`src/source/coreConfig.svh`:
```
`ifndef CORE_CONFIG_SVH
`define CORE_CONFIG_SVH

// word width for data and addresses
`define XLEN 32

// x0 included
`define REG_COUNT 32

`define RESET_PC 32'h8000_0000

`endif

```
`src/source/corePkg.sv`:
```
package corePkg;

	typedef enum logic [3:0] {
		aluAdd,
		aluSub,
		aluSll,
		aluSlt,
		aluSltu,
		aluXor,
		aluSrl,
		aluSra,
		aluOr,
		aluAnd,
		aluPassB // lui
	} aluOpT;

	typedef enum logic [1:0] {
		wbAlu,
		wbLoad,
		wbPcPlus4,
		wbBranch // pc + imm, auipc
	} wbSelT;

	typedef enum logic [1:0] {
		pcSeq,
		pcBranch,
		pcJalr
	} pcSelT;

	// matches funct3[1:0] of loads and stores
	typedef enum logic [1:0] {
		sizeByte = 2'b00,
		sizeHalf = 2'b01,
		sizeWord = 2'b10
	} accessSizeT;

	typedef struct packed {
		aluOpT      aluOp;
		logic       useImm;
		logic       regWrite;
		logic       memWrite;
		logic       memRead;
		wbSelT      wbSel;
		accessSizeT accessSize;
		logic       loadSigned;
		logic       isBranch;
		logic       isJal;
		logic       isJalr;
		logic       invalid;
		logic       ebreak;
	} ctrlT;

endpackage

```
`src/source/isaPkg.sv`:
```
package isaPkg;

	typedef enum logic [6:0] {
		opLui    = 7'b0110111,
		opAuipc  = 7'b0010111,
		opJal    = 7'b1101111,
		opJalr   = 7'b1100111,
		opBranch = 7'b1100011,
		opLoad   = 7'b0000011,
		opStore  = 7'b0100011,
		opImm    = 7'b0010011,
		opReg    = 7'b0110011,
		opSystem = 7'b1110011
	} opcodeT;

	// OP and OP-IMM
	typedef enum logic [2:0] {
		f3Add  = 3'b000,
		f3Sll  = 3'b001,
		f3Slt  = 3'b010,
		f3Sltu = 3'b011,
		f3Xor  = 3'b100,
		f3Sr   = 3'b101,
		f3Or   = 3'b110,
		f3And  = 3'b111
	} aluF3T;

	// loads and stores, bit 2 marks unsigned
	typedef enum logic [2:0] {
		memByte  = 3'b000,
		memHalf  = 3'b001,
		memWord  = 3'b010,
		memByteU = 3'b100,
		memHalfU = 3'b101
	} memF3T;

	typedef struct packed {
		logic [6:0] funct7;
		logic [4:0] rs2;
		logic [4:0] rs1;
		logic [2:0] funct3;
		logic [4:0] rd;
		opcodeT     opcode;
	} rTypeT;

	typedef struct packed {
		logic [11:0] imm;
		logic [4:0]  rs1;
		logic [2:0]  funct3;
		logic [4:0]  rd;
		opcodeT      opcode;
	} iTypeT;

	typedef struct packed {
		logic [6:0] immHi;
		logic [4:0] rs2;
		logic [4:0] rs1;
		logic [2:0] funct3;
		logic [4:0] immLo;
		opcodeT     opcode;
	} sTypeT;

	typedef struct packed {
		logic       imm12;
		logic [5:0] imm10to5;
		logic [4:0] rs2;
		logic [4:0] rs1;
		logic [2:0] funct3;
		logic [3:0] imm4to1;
		logic       imm11;
		opcodeT     opcode;
	} bTypeT;

	typedef struct packed {
		logic [19:0] imm;
		logic [4:0]  rd;
		opcodeT      opcode;
	} uTypeT;

	typedef struct packed {
		logic       imm20;
		logic [9:0] imm10to1;
		logic       imm11;
		logic [7:0] imm19to12;
		logic [4:0] rd;
		opcodeT     opcode;
	} jTypeT;

	typedef union packed {
		rTypeT       r;
		iTypeT       i;
		sTypeT       s;
		bTypeT       b;
		uTypeT       u;
		jTypeT       j;
		logic [31:0] raw;
	} instrT;

endpackage

```
`src/source/alu.sv`:
```
`timescale 1ns/1ps
`include "coreConfig.svh"

module alu (
	input  logic [`XLEN-1:0] opA,
	input  logic [`XLEN-1:0] opB,
	input  corePkg::aluOpT   op,
	output logic [`XLEN-1:0] result,
	output logic             zero
);
	import corePkg::*;

	logic [4:0] shamt;

	assign shamt = opB[4:0];

	always_comb begin
		case (op)
			aluAdd:   result = opA + opB;
			aluSub:   result = opA - opB;
			aluSll:   result = opA << shamt;
			aluSlt:   result = {{(`XLEN-1){1'b0}}, $signed(opA) < $signed(opB)};
			aluSltu:  result = {{(`XLEN-1){1'b0}}, opA < opB};
			aluXor:   result = opA ^ opB;
			aluSrl:   result = opA >> shamt;
			aluSra:   result = $unsigned($signed(opA) >>> shamt);
			aluOr:    result = opA | opB;
			aluAnd:   result = opA & opB;
			aluPassB: result = opB;
			default:  result = '0;
		endcase
	end

	assign zero = (result == '0); // beq compares via sub

endmodule

```
`src/source/coreTop.sv`:
```
`timescale 1ns/1ps
`include "coreConfig.svh"

module coreTop (
	input  logic               clk,
	input  logic               arstN,
	input  logic [`XLEN-1:0]   inst,
	input  logic [`XLEN-1:0]   readData,
	output logic [`XLEN-1:0]   pc,
	output logic [`XLEN-1:0]   dataAddr,
	output logic [`XLEN-1:0]   storeData,
	output corePkg::accessSizeT accessSize,
	output logic               memWrite,
	output logic               memRead,
	output logic               invalid,
	output logic               halt
);
	import isaPkg::*;
	import corePkg::*;

	instrT            instWord;
	ctrlT             ctrl;
	logic [`XLEN-1:0] imm;
	logic [`XLEN-1:0] rs1Data;
	logic [`XLEN-1:0] rs2Data;
	logic [`XLEN-1:0] opB;
	logic [`XLEN-1:0] aluResult;
	logic             zero;
	logic [`XLEN-1:0] loadValue;
	logic [`XLEN-1:0] pcPlus4;
	logic [`XLEN-1:0] branchTarget;
	logic [`XLEN-1:0] rdData;

	assign instWord = inst;

	decoder decoder0 (.inst(instWord), .ctrl(ctrl));

	immGen immGen0 (.inst(instWord), .imm(imm));

	regFile regFile0 (
		.clk        (clk),
		.arstN      (arstN),
		.rs1Addr    (instWord.r.rs1),
		.rs2Addr    (instWord.r.rs2),
		.rdAddr     (instWord.r.rd),
		.rdData     (rdData),
		.writeEnable(ctrl.regWrite & ~ctrl.invalid),
		.rs1Data    (rs1Data),
		.rs2Data    (rs2Data)
	);

	assign opB = ctrl.useImm ? imm : rs2Data;

	alu alu0 (.opA(rs1Data), .opB(opB), .op(ctrl.aluOp), .result(aluResult), .zero(zero));

	loadUnit loadUnit0 (
		.raw       (readData),
		.size      (ctrl.accessSize),
		.signedLoad(ctrl.loadSigned),
		.value     (loadValue)
	);

	pcUnit pcUnit0 (
		.clk         (clk),
		.arstN       (arstN),
		.imm         (imm),
		.aluResult   (aluResult),
		.isBranch    (ctrl.isBranch),
		.isJal       (ctrl.isJal),
		.isJalr      (ctrl.isJalr),
		.zero        (zero),
		.pc          (pc),
		.pcPlus4     (pcPlus4),
		.branchTarget(branchTarget)
	);

	always_comb begin
		case (ctrl.wbSel)
			wbLoad:    rdData = loadValue;
			wbPcPlus4: rdData = pcPlus4; // link
			wbBranch:  rdData = branchTarget;
			default:   rdData = aluResult;
		endcase
	end

	assign dataAddr = aluResult;
	assign storeData = rs2Data; // lanes are left to memory
	assign accessSize = ctrl.accessSize;
	assign memWrite = ctrl.memWrite & ~ctrl.invalid;
	assign memRead = ctrl.memRead;
	assign invalid = ctrl.invalid;
	assign halt = ctrl.ebreak;

endmodule

```
`src/source/decoder.sv`:
```
`timescale 1ns/1ps

module decoder (
	input  isaPkg::instrT inst,
	output corePkg::ctrlT ctrl
);
	import isaPkg::*;
	import corePkg::*;

	function automatic aluOpT aluOpFor(input logic [2:0] f3, input logic alt);
		case (f3)
			f3Add:   return alt ? aluSub : aluAdd;
			f3Sll:   return aluSll;
			f3Slt:   return aluSlt;
			f3Sltu:  return aluSltu;
			f3Xor:   return aluXor;
			f3Sr:    return alt ? aluSra : aluSrl;
			f3Or:    return aluOr;
			default: return aluAnd;
		endcase
	endfunction

	always_comb begin
		ctrl = '0;
		ctrl.invalid = 1'b1; // cleared only by a supported encoding
		case (inst.r.opcode)
			opLui: begin
				ctrl.invalid = 1'b0;
				ctrl.aluOp = aluPassB;
				ctrl.useImm = 1'b1;
				ctrl.regWrite = 1'b1;
			end
			opAuipc: begin
				ctrl.invalid = 1'b0;
				ctrl.regWrite = 1'b1;
				ctrl.wbSel = wbBranch;
			end
			opJal: begin
				ctrl.invalid = 1'b0;
				ctrl.regWrite = 1'b1;
				ctrl.wbSel = wbPcPlus4;
				ctrl.isJal = 1'b1;
			end
			opJalr: if (inst.i.funct3 == 3'b000) begin
				ctrl.invalid = 1'b0;
				ctrl.useImm = 1'b1;
				ctrl.regWrite = 1'b1;
				ctrl.wbSel = wbPcPlus4;
				ctrl.isJalr = 1'b1;
			end
			opBranch: if (inst.b.funct3 == 3'b000) begin // beq only
				ctrl.invalid = 1'b0;
				ctrl.aluOp = aluSub;
				ctrl.isBranch = 1'b1;
			end
			opLoad: case (inst.i.funct3)
				memByte, memHalf, memWord, memByteU, memHalfU: begin
					ctrl.invalid = 1'b0;
					ctrl.useImm = 1'b1;
					ctrl.regWrite = 1'b1;
					ctrl.memRead = 1'b1;
					ctrl.wbSel = wbLoad;
					ctrl.accessSize = accessSizeT'(inst.i.funct3[1:0]);
					ctrl.loadSigned = ~inst.i.funct3[2];
				end
				default: ;
			endcase
			opStore: case (inst.s.funct3)
				memByte, memHalf, memWord: begin
					ctrl.invalid = 1'b0;
					ctrl.useImm = 1'b1;
					ctrl.memWrite = 1'b1;
					ctrl.accessSize = accessSizeT'(inst.s.funct3[1:0]);
				end
				default: ;
			endcase
			opImm: if (inst.i.funct3 != f3Sll && inst.i.funct3 != f3Sr) begin // no shifts
				ctrl.invalid = 1'b0;
				ctrl.useImm = 1'b1;
				ctrl.regWrite = 1'b1;
				ctrl.aluOp = aluOpFor(inst.i.funct3, 1'b0);
			end
			opReg: if (inst.r.funct7 == 7'b0000000 || (inst.r.funct7 == 7'b0100000 &&
					(inst.r.funct3 == f3Add || inst.r.funct3 == f3Sr))) begin
				ctrl.invalid = 1'b0;
				ctrl.regWrite = 1'b1;
				ctrl.aluOp = aluOpFor(inst.r.funct3, inst.r.funct7[5]);
			end
			opSystem: if (inst.raw == 32'h0010_0073) begin
				ctrl.invalid = 1'b0;
				ctrl.ebreak = 1'b1;
			end
			default: ;
		endcase
	end

endmodule

```
`src/source/immGen.sv`:
```
`timescale 1ns/1ps
`include "coreConfig.svh"

module immGen (
	input  isaPkg::instrT     inst,
	output logic [`XLEN-1:0] imm
);
	import isaPkg::*;

	always_comb begin
		case (inst.r.opcode)
			opJalr, opLoad, opImm:
				imm = {{(`XLEN-12){inst.i.imm[11]}}, inst.i.imm};
			opStore:
				imm = {{(`XLEN-12){inst.s.immHi[6]}}, inst.s.immHi, inst.s.immLo};
			opBranch:
				imm = {{(`XLEN-12){inst.b.imm12}}, inst.b.imm11, inst.b.imm10to5,
					inst.b.imm4to1, 1'b0};
			opLui, opAuipc:
				imm = {inst.u.imm, 12'b0};
			opJal:
				imm = {{(`XLEN-20){inst.j.imm20}}, inst.j.imm19to12, inst.j.imm11,
					inst.j.imm10to1, 1'b0};
			default:
				imm = '0;
		endcase
	end

endmodule

```
`src/source/loadUnit.sv`:
```
`timescale 1ns/1ps
`include "coreConfig.svh"

module loadUnit (
	input  logic [`XLEN-1:0]   raw,
	input  corePkg::accessSizeT size,
	input  logic               signedLoad,
	output logic [`XLEN-1:0]   value
);
	import corePkg::*;

	logic byteSign;
	logic halfSign;

	// data arrives already in the low lanes
	assign byteSign = signedLoad & raw[7];
	assign halfSign = signedLoad & raw[15];

	always_comb begin
		case (size)
			sizeByte: value = {{(`XLEN-8){byteSign}}, raw[7:0]};
			sizeHalf: value = {{(`XLEN-16){halfSign}}, raw[15:0]};
			default:  value = raw;
		endcase
	end

endmodule

```
`src/source/pcUnit.sv`:
```
`timescale 1ns/1ps
`include "coreConfig.svh"

module pcUnit (
	input  logic             clk,
	input  logic             arstN,
	input  logic [`XLEN-1:0] imm,
	input  logic [`XLEN-1:0] aluResult,
	input  logic             isBranch,
	input  logic             isJal,
	input  logic             isJalr,
	input  logic             zero,
	output logic [`XLEN-1:0] pc,
	output logic [`XLEN-1:0] pcPlus4,
	output logic [`XLEN-1:0] branchTarget
);
	import corePkg::*;

	pcSelT            pcSel;
	logic [`XLEN-1:0] nextPc;

	assign pcPlus4 = pc + `XLEN'd4;
	assign branchTarget = pc + imm; // also jal and auipc

	always_comb begin
		if (isJalr) pcSel = pcJalr;
		else if (isJal || (isBranch && zero)) pcSel = pcBranch;
		else pcSel = pcSeq;
	end

	always_comb begin
		case (pcSel)
			pcBranch: nextPc = branchTarget;
			pcJalr:   nextPc = {aluResult[`XLEN-1:1], 1'b0};
			default:  nextPc = pcPlus4;
		endcase
	end

	always_ff @(posedge clk or negedge arstN) begin
		if (!arstN) pc <= `RESET_PC;
		else pc <= nextPc;
	end

endmodule

```
`src/source/regFile.sv`:
```
`timescale 1ns/1ps
`include "coreConfig.svh"

module regFile (
	input  logic             clk,
	input  logic             arstN,
	input  logic [4:0]       rs1Addr,
	input  logic [4:0]       rs2Addr,
	input  logic [4:0]       rdAddr,
	input  logic [`XLEN-1:0] rdData,
	input  logic             writeEnable,
	output logic [`XLEN-1:0] rs1Data,
	output logic [`XLEN-1:0] rs2Data
);
	logic [`XLEN-1:0] regs [1:`REG_COUNT-1]; // x0 has no storage

	always_ff @(posedge clk or negedge arstN) begin
		if (!arstN) begin
			for (int i = 1; i < `REG_COUNT; i++) begin
				regs[i] <= '0;
			end
		end else if (writeEnable && rdAddr != 5'd0) begin
			regs[rdAddr] <= rdData;
		end
	end

	assign rs1Data = (rs1Addr == 5'd0) ? '0 : regs[rs1Addr];
	assign rs2Data = (rs2Addr == 5'd0) ? '0 : regs[rs2Addr];

endmodule

```
`config.mk`:
```
export PLATFORM = sky130hd
export DESIGN_NAME = coreTop
export DESIGN_NICKNAME = d
export VERILOG_FILES = /design/src/source/corePkg.sv /design/src/source/isaPkg.sv /design/src/source/alu.sv /design/src/source/coreTop.sv /design/src/source/decoder.sv /design/src/source/immGen.sv /design/src/source/loadUnit.sv /design/src/source/pcUnit.sv /design/src/source/regFile.sv
export VERILOG_INCLUDE_DIRS = /design/src /design/src/source
export SDC_FILE = /design/constraint.sdc
export NUM_CORES = 2
export LEC_CHECK = 0
export ABC_AREA = 1
export BUFFER_PORTS_ARGS = -buffer_cell sky130_fd_sc_hd__buf_2
export CELL_PAD_IN_SITES_DETAIL_PLACEMENT = 1
export CELL_PAD_IN_SITES_GLOBAL_PLACEMENT = 1
export CORE_ASPECT_RATIO = 1.25
export CORE_UTILIZATION = 40
export CTS_CLUSTER_DIAMETER = 80
export DETAILED_ROUTE_END_ITERATION = 8
export GPL_TIMING_DRIVEN = 1
export PLACE_DENSITY_LB_ADDON = 0.1
export SETUP_SLACK_MARGIN = 0.3
export SYNTH_ARGS = -nofsm -noshare
export SYNTH_HDL_FRONTEND = slang
export SYNTH_SLANG_ARGS = --single-unit
```
`constraint.sdc`:
```
create_clock -name clk -period 5.8 [get_ports clk]
set_input_delay 0.29 -clock clk [delete_from_list [all_inputs] [get_ports clk]]
set_output_delay 0.29 -clock clk [all_outputs]
set_load 0.02 [all_outputs]
```
==> metrics.txt <==
Sw Ratio=38.4%; Nets=11194; TritonCTS clock tree=yes; # clock sinks=around 1000; startpoint types=primary input; io pins=between 150 and 200; via count=a little over 80000; DR vias/cell=6.21; latest clock arrival within the worst-skew pair=830 ps; Setup CP Type=in2out; fin util=around half; Clock Pin Slew Worst Setup and Hold Paths=60 ps; Critical Path Fanout Max=17; Worst slew margin=16.0%; DRC=0; first-pass GRT wire length=580000 um; Ys Warns=0; pin count of the biggest net entering global routing=159; post-synth top area cell=dfrtp_1; R2R Path End=pcUnit0.pc[25]; Final GP Congestion=1.05; Top Layer Used=met5; Post-synth EDFFs=0; fraction of layout cells with a size suffix above 1=between 10% and 20%; CP endpoint kind=output pin; syn nets=10427; synthesized flop and latch total=1024; Initial Util=40.2%; Clk pwr share=32.5%; Syn Area/Cell=approximately 6.8 um^2; Critical Path Max Stage Delay=440 ps; PwrDens=287 nW/um^2; FP Rows=170; Worst Hold Class=in2reg; pins over their slew limit=0; fmax=184 MHz; post-route cell area=86600 um^2; RSZ-0062 raised after global routing=true; Critical R2R Launch=regFile0.regs[105]; area share of the largest cell type after synthesis=37.1%; CP Capture Point=dataAddr[30]; global route overflow=0; initial antenna violation count=17; CTS Buf Count=114; R2R setup slack=around 460 ps; fill count=approximately 22000; vias in the first global route=83518; Multi-input gate area=38600 um^2; sequential share of the synthesized area=37.1%; switching pwr=approximately 9500 uW; hpwl dp=289000 um; width of the chip=374 um; all-layer global routing usage=45.1%; Final Setup Violations=0; metal3 WL=approximately 33000 um; status=finished clean; DR WL met2=178000 um; DR iter-0 viols=8741; drt first pass iters=6; critical path's slowest cell=ha_1; Max clock buf depth=3; maximum VDD drop=0.000295 V; worst path arrival time=a little over 5000 ps; synth unique cells=65; r2r worst-path depth=33; Synth async-reset ratio=100%; Place WS=-755 ps; Worst Skew=122 ps; ranking of synthesized cells by area=dfrtp_1 37%, nand2_1 15%, o21ai_0 11%; Die Height=467 um; Final WS setup=roughly 370 ps; Comb pwr share=35.7%; Internal=15300 uW; placed cell area=80900 um^2; CTS Root Cell=clkbuf_16; DR WL/cell=30.2 um; period utilisation layout=93.5%; Total Routed Length=403000 um; crit path from=inst[21]; ANT nets after route=0; Syn-to-layout area delta=25.4%; register area=25600 um^2; Hold Violations, Final=0; Max-cap violations=0; CP Data Required Time=5510 ps; cells after synthesis=10224; sequential share of power=31.8%; DRT met1 WL=155000 um; I/O Buffers=167; CORE AREA=172000 um^2; ys flop type=dfrtp_1; die footprint=174000 um^2; cell area after synthesis=slightly below 70000 um^2; htree depth=3; leakage power=0.0411 uW; final worst path period need=5430 ps; actual slew at the worst max-slew pin=1260 ps
==> metrics by stage <==
step	power, uW	instances	setup TNS, ps	hold slack [ps]
2_1_floorplan	11500	10224	0	-5.59
3_3_place_gp	16100	13072	-83470	348
3_5_place_dp	16200	13072	-95270	359
4_1_cts	24300	13294	0	58.3
5_1_grt	25600	13323	0	81.7
6_report	24800	13330	0	85.2
==> how the worst min path moves through the flow <==
stage	start	cells past startpoint	slack, ps	end
after global placement	arstN	1	350	regFile0.regs[1]
after global routing	readData[7]	4	80	regFile0.regs[775]
after CTS	readData[7]	4	60	regFile0.regs[647]
final	readData[7]	4	90	regFile0.regs[199]
after floorplan	arstN	0	-6	pcUnit0.pc[0]
after detailed placement	arstN	1	360	regFile0.regs[228]
==> logic make-up (layout without fill, tap and decap cells) <==
group / count (synthesis) / in the layout / share of synthesized area, %
and+or+nand+nor: 4647 / 4647 / 28.0
AOI/OAI and AO/OA: 2800 / 2800 / 22.4
buffers and inverters: 1544 / 2405 / 9.11
DFF: 1024 / 1024 / 37.1
adders and majority gates: 137 / 137 / 2.51
xor gates and xnor gates: 72 / 72 / 0.913
other: 0 / 9 / 0
==> power by group through the flow <==
stage / clock, uW / sequential (uW) / combinational [uW]
2_1_floorplan: 0 / 7920 / 3630
3_3_place_gp: 0 / 7980 / 8070
3_5_place_dp: 0 / 8000 / 8190
4_1_cts: 8100 / 7870 / 8370
5_1_grt: 8350 / 7920 / 9280
6_report: 8070 / 7890 / 8870
==> critical path, delay by kind of cell <==
family / cells / cell delay [ps]
and+or+nand+nor: 12 / 1940
adders and majority gates: 1 / 440
AOI/OAI and AO/OA: 5 / 610
buffers and inverters: 12 / 1780
==> repair_timing <==
action	in CTS	in global routing
gates resized for setup	123	254
pin swaps	21	98
buffers inserted	11	27
hold buffers	1	0
setup endpoints to repair	179	69
endpoints found under the hold margin	66	0
==> flip-flops by register name (all words and copies together) (netlist names) <==
signal,cells
regFile0.regs,992
pcUnit0.pc,32
==> routing by layer <==
layer	up-vias	GRT usage (%)
met3	1331	8.11
met4	16	35.5
met5	-	0
met1	41322	55.2
li1	35823	-
met2	4332	70.3
==> placed cells by master, fill, tap and decap left out, types with 25 or more instances in the layout <==
| master | Yosys | final |
|---|---|---|
| nand2_1 | 2676 | 2621 |
| o21ai_0 | 1574 | 1514 |
| buf_4 | 25 | 1089 |
| nand3_1 | 1108 | 1080 |
| dfrtp_1 | 1023 | 1023 |
| inv_1 | 711 | 674 |
| nor2_1 | 673 | 637 |
| a21oi_1 | 615 | 577 |
| o211ai_1 | 221 | 221 |
| buf_12 | 0 | 159 |
| buf_2 | 176 | 149 |
| o21ai_1 | 95 | 126 |
| ha_1 | 134 | 117 |
| clkbuf_16 | 0 | 114 |
| a22oi_1 | 78 | 77 |
| inv_2 | 18 | 61 |
| xor2_1 | 62 | 61 |
| nor3_1 | 69 | 60 |
| o221ai_1 | 54 | 54 |
| nand2_2 | 10 | 52 |
| nand4_1 | 47 | 47 |
| buf_6 | 16 | 41 |
| o22ai_1 | 39 | 39 |
| a21oi_2 | 1 | 33 |
| a221oi_1 | 33 | 27 |
| nand3_2 | 4 | 26 |
| o21ai_2 | 0 | 26 |
| nor2_2 | 6 | 25 |
| o2111ai_1 | 27 | 25 |
==> cells in the mapped netlist, types with 10 or more instances <==
library cell  count
a221oi_1         33
inv_1           711
inv_2            18
nor3_1           69
nand2_1        2676
nor2_1          673
clkinv_1         20
nand3_1        1108
ha_1            134
o22ai_1          39
buf_1            59
buf_2           176
a22oi_1          78
o21ai_0        1574
o21ai_1          95
nand2_2          10
dfrtp_1        1023
o2111ai_1        27
a21oi_1         615
xnor2_1          10
or2_2            14
nor3_2           10
o21a_1           10
buf_4            25
a31oi_1          14
o221ai_1         54
o211ai_1        221
nand4_1          47
xor2_1           62
buf_6            16
clkbuf_1        506
==> cell type report <==
cell class	instances	share of cell area, %
repair buffers	1443	14.6
flip-flops and latches	1024	29.6
multi-input cells	7656	44.5
diodes	9	0.0260
clock inverters	56	0.977
clock buffers	154	3.75
well taps	2236	3.23
inverters	752	3.31
Power figures use the tool's default switching activity.
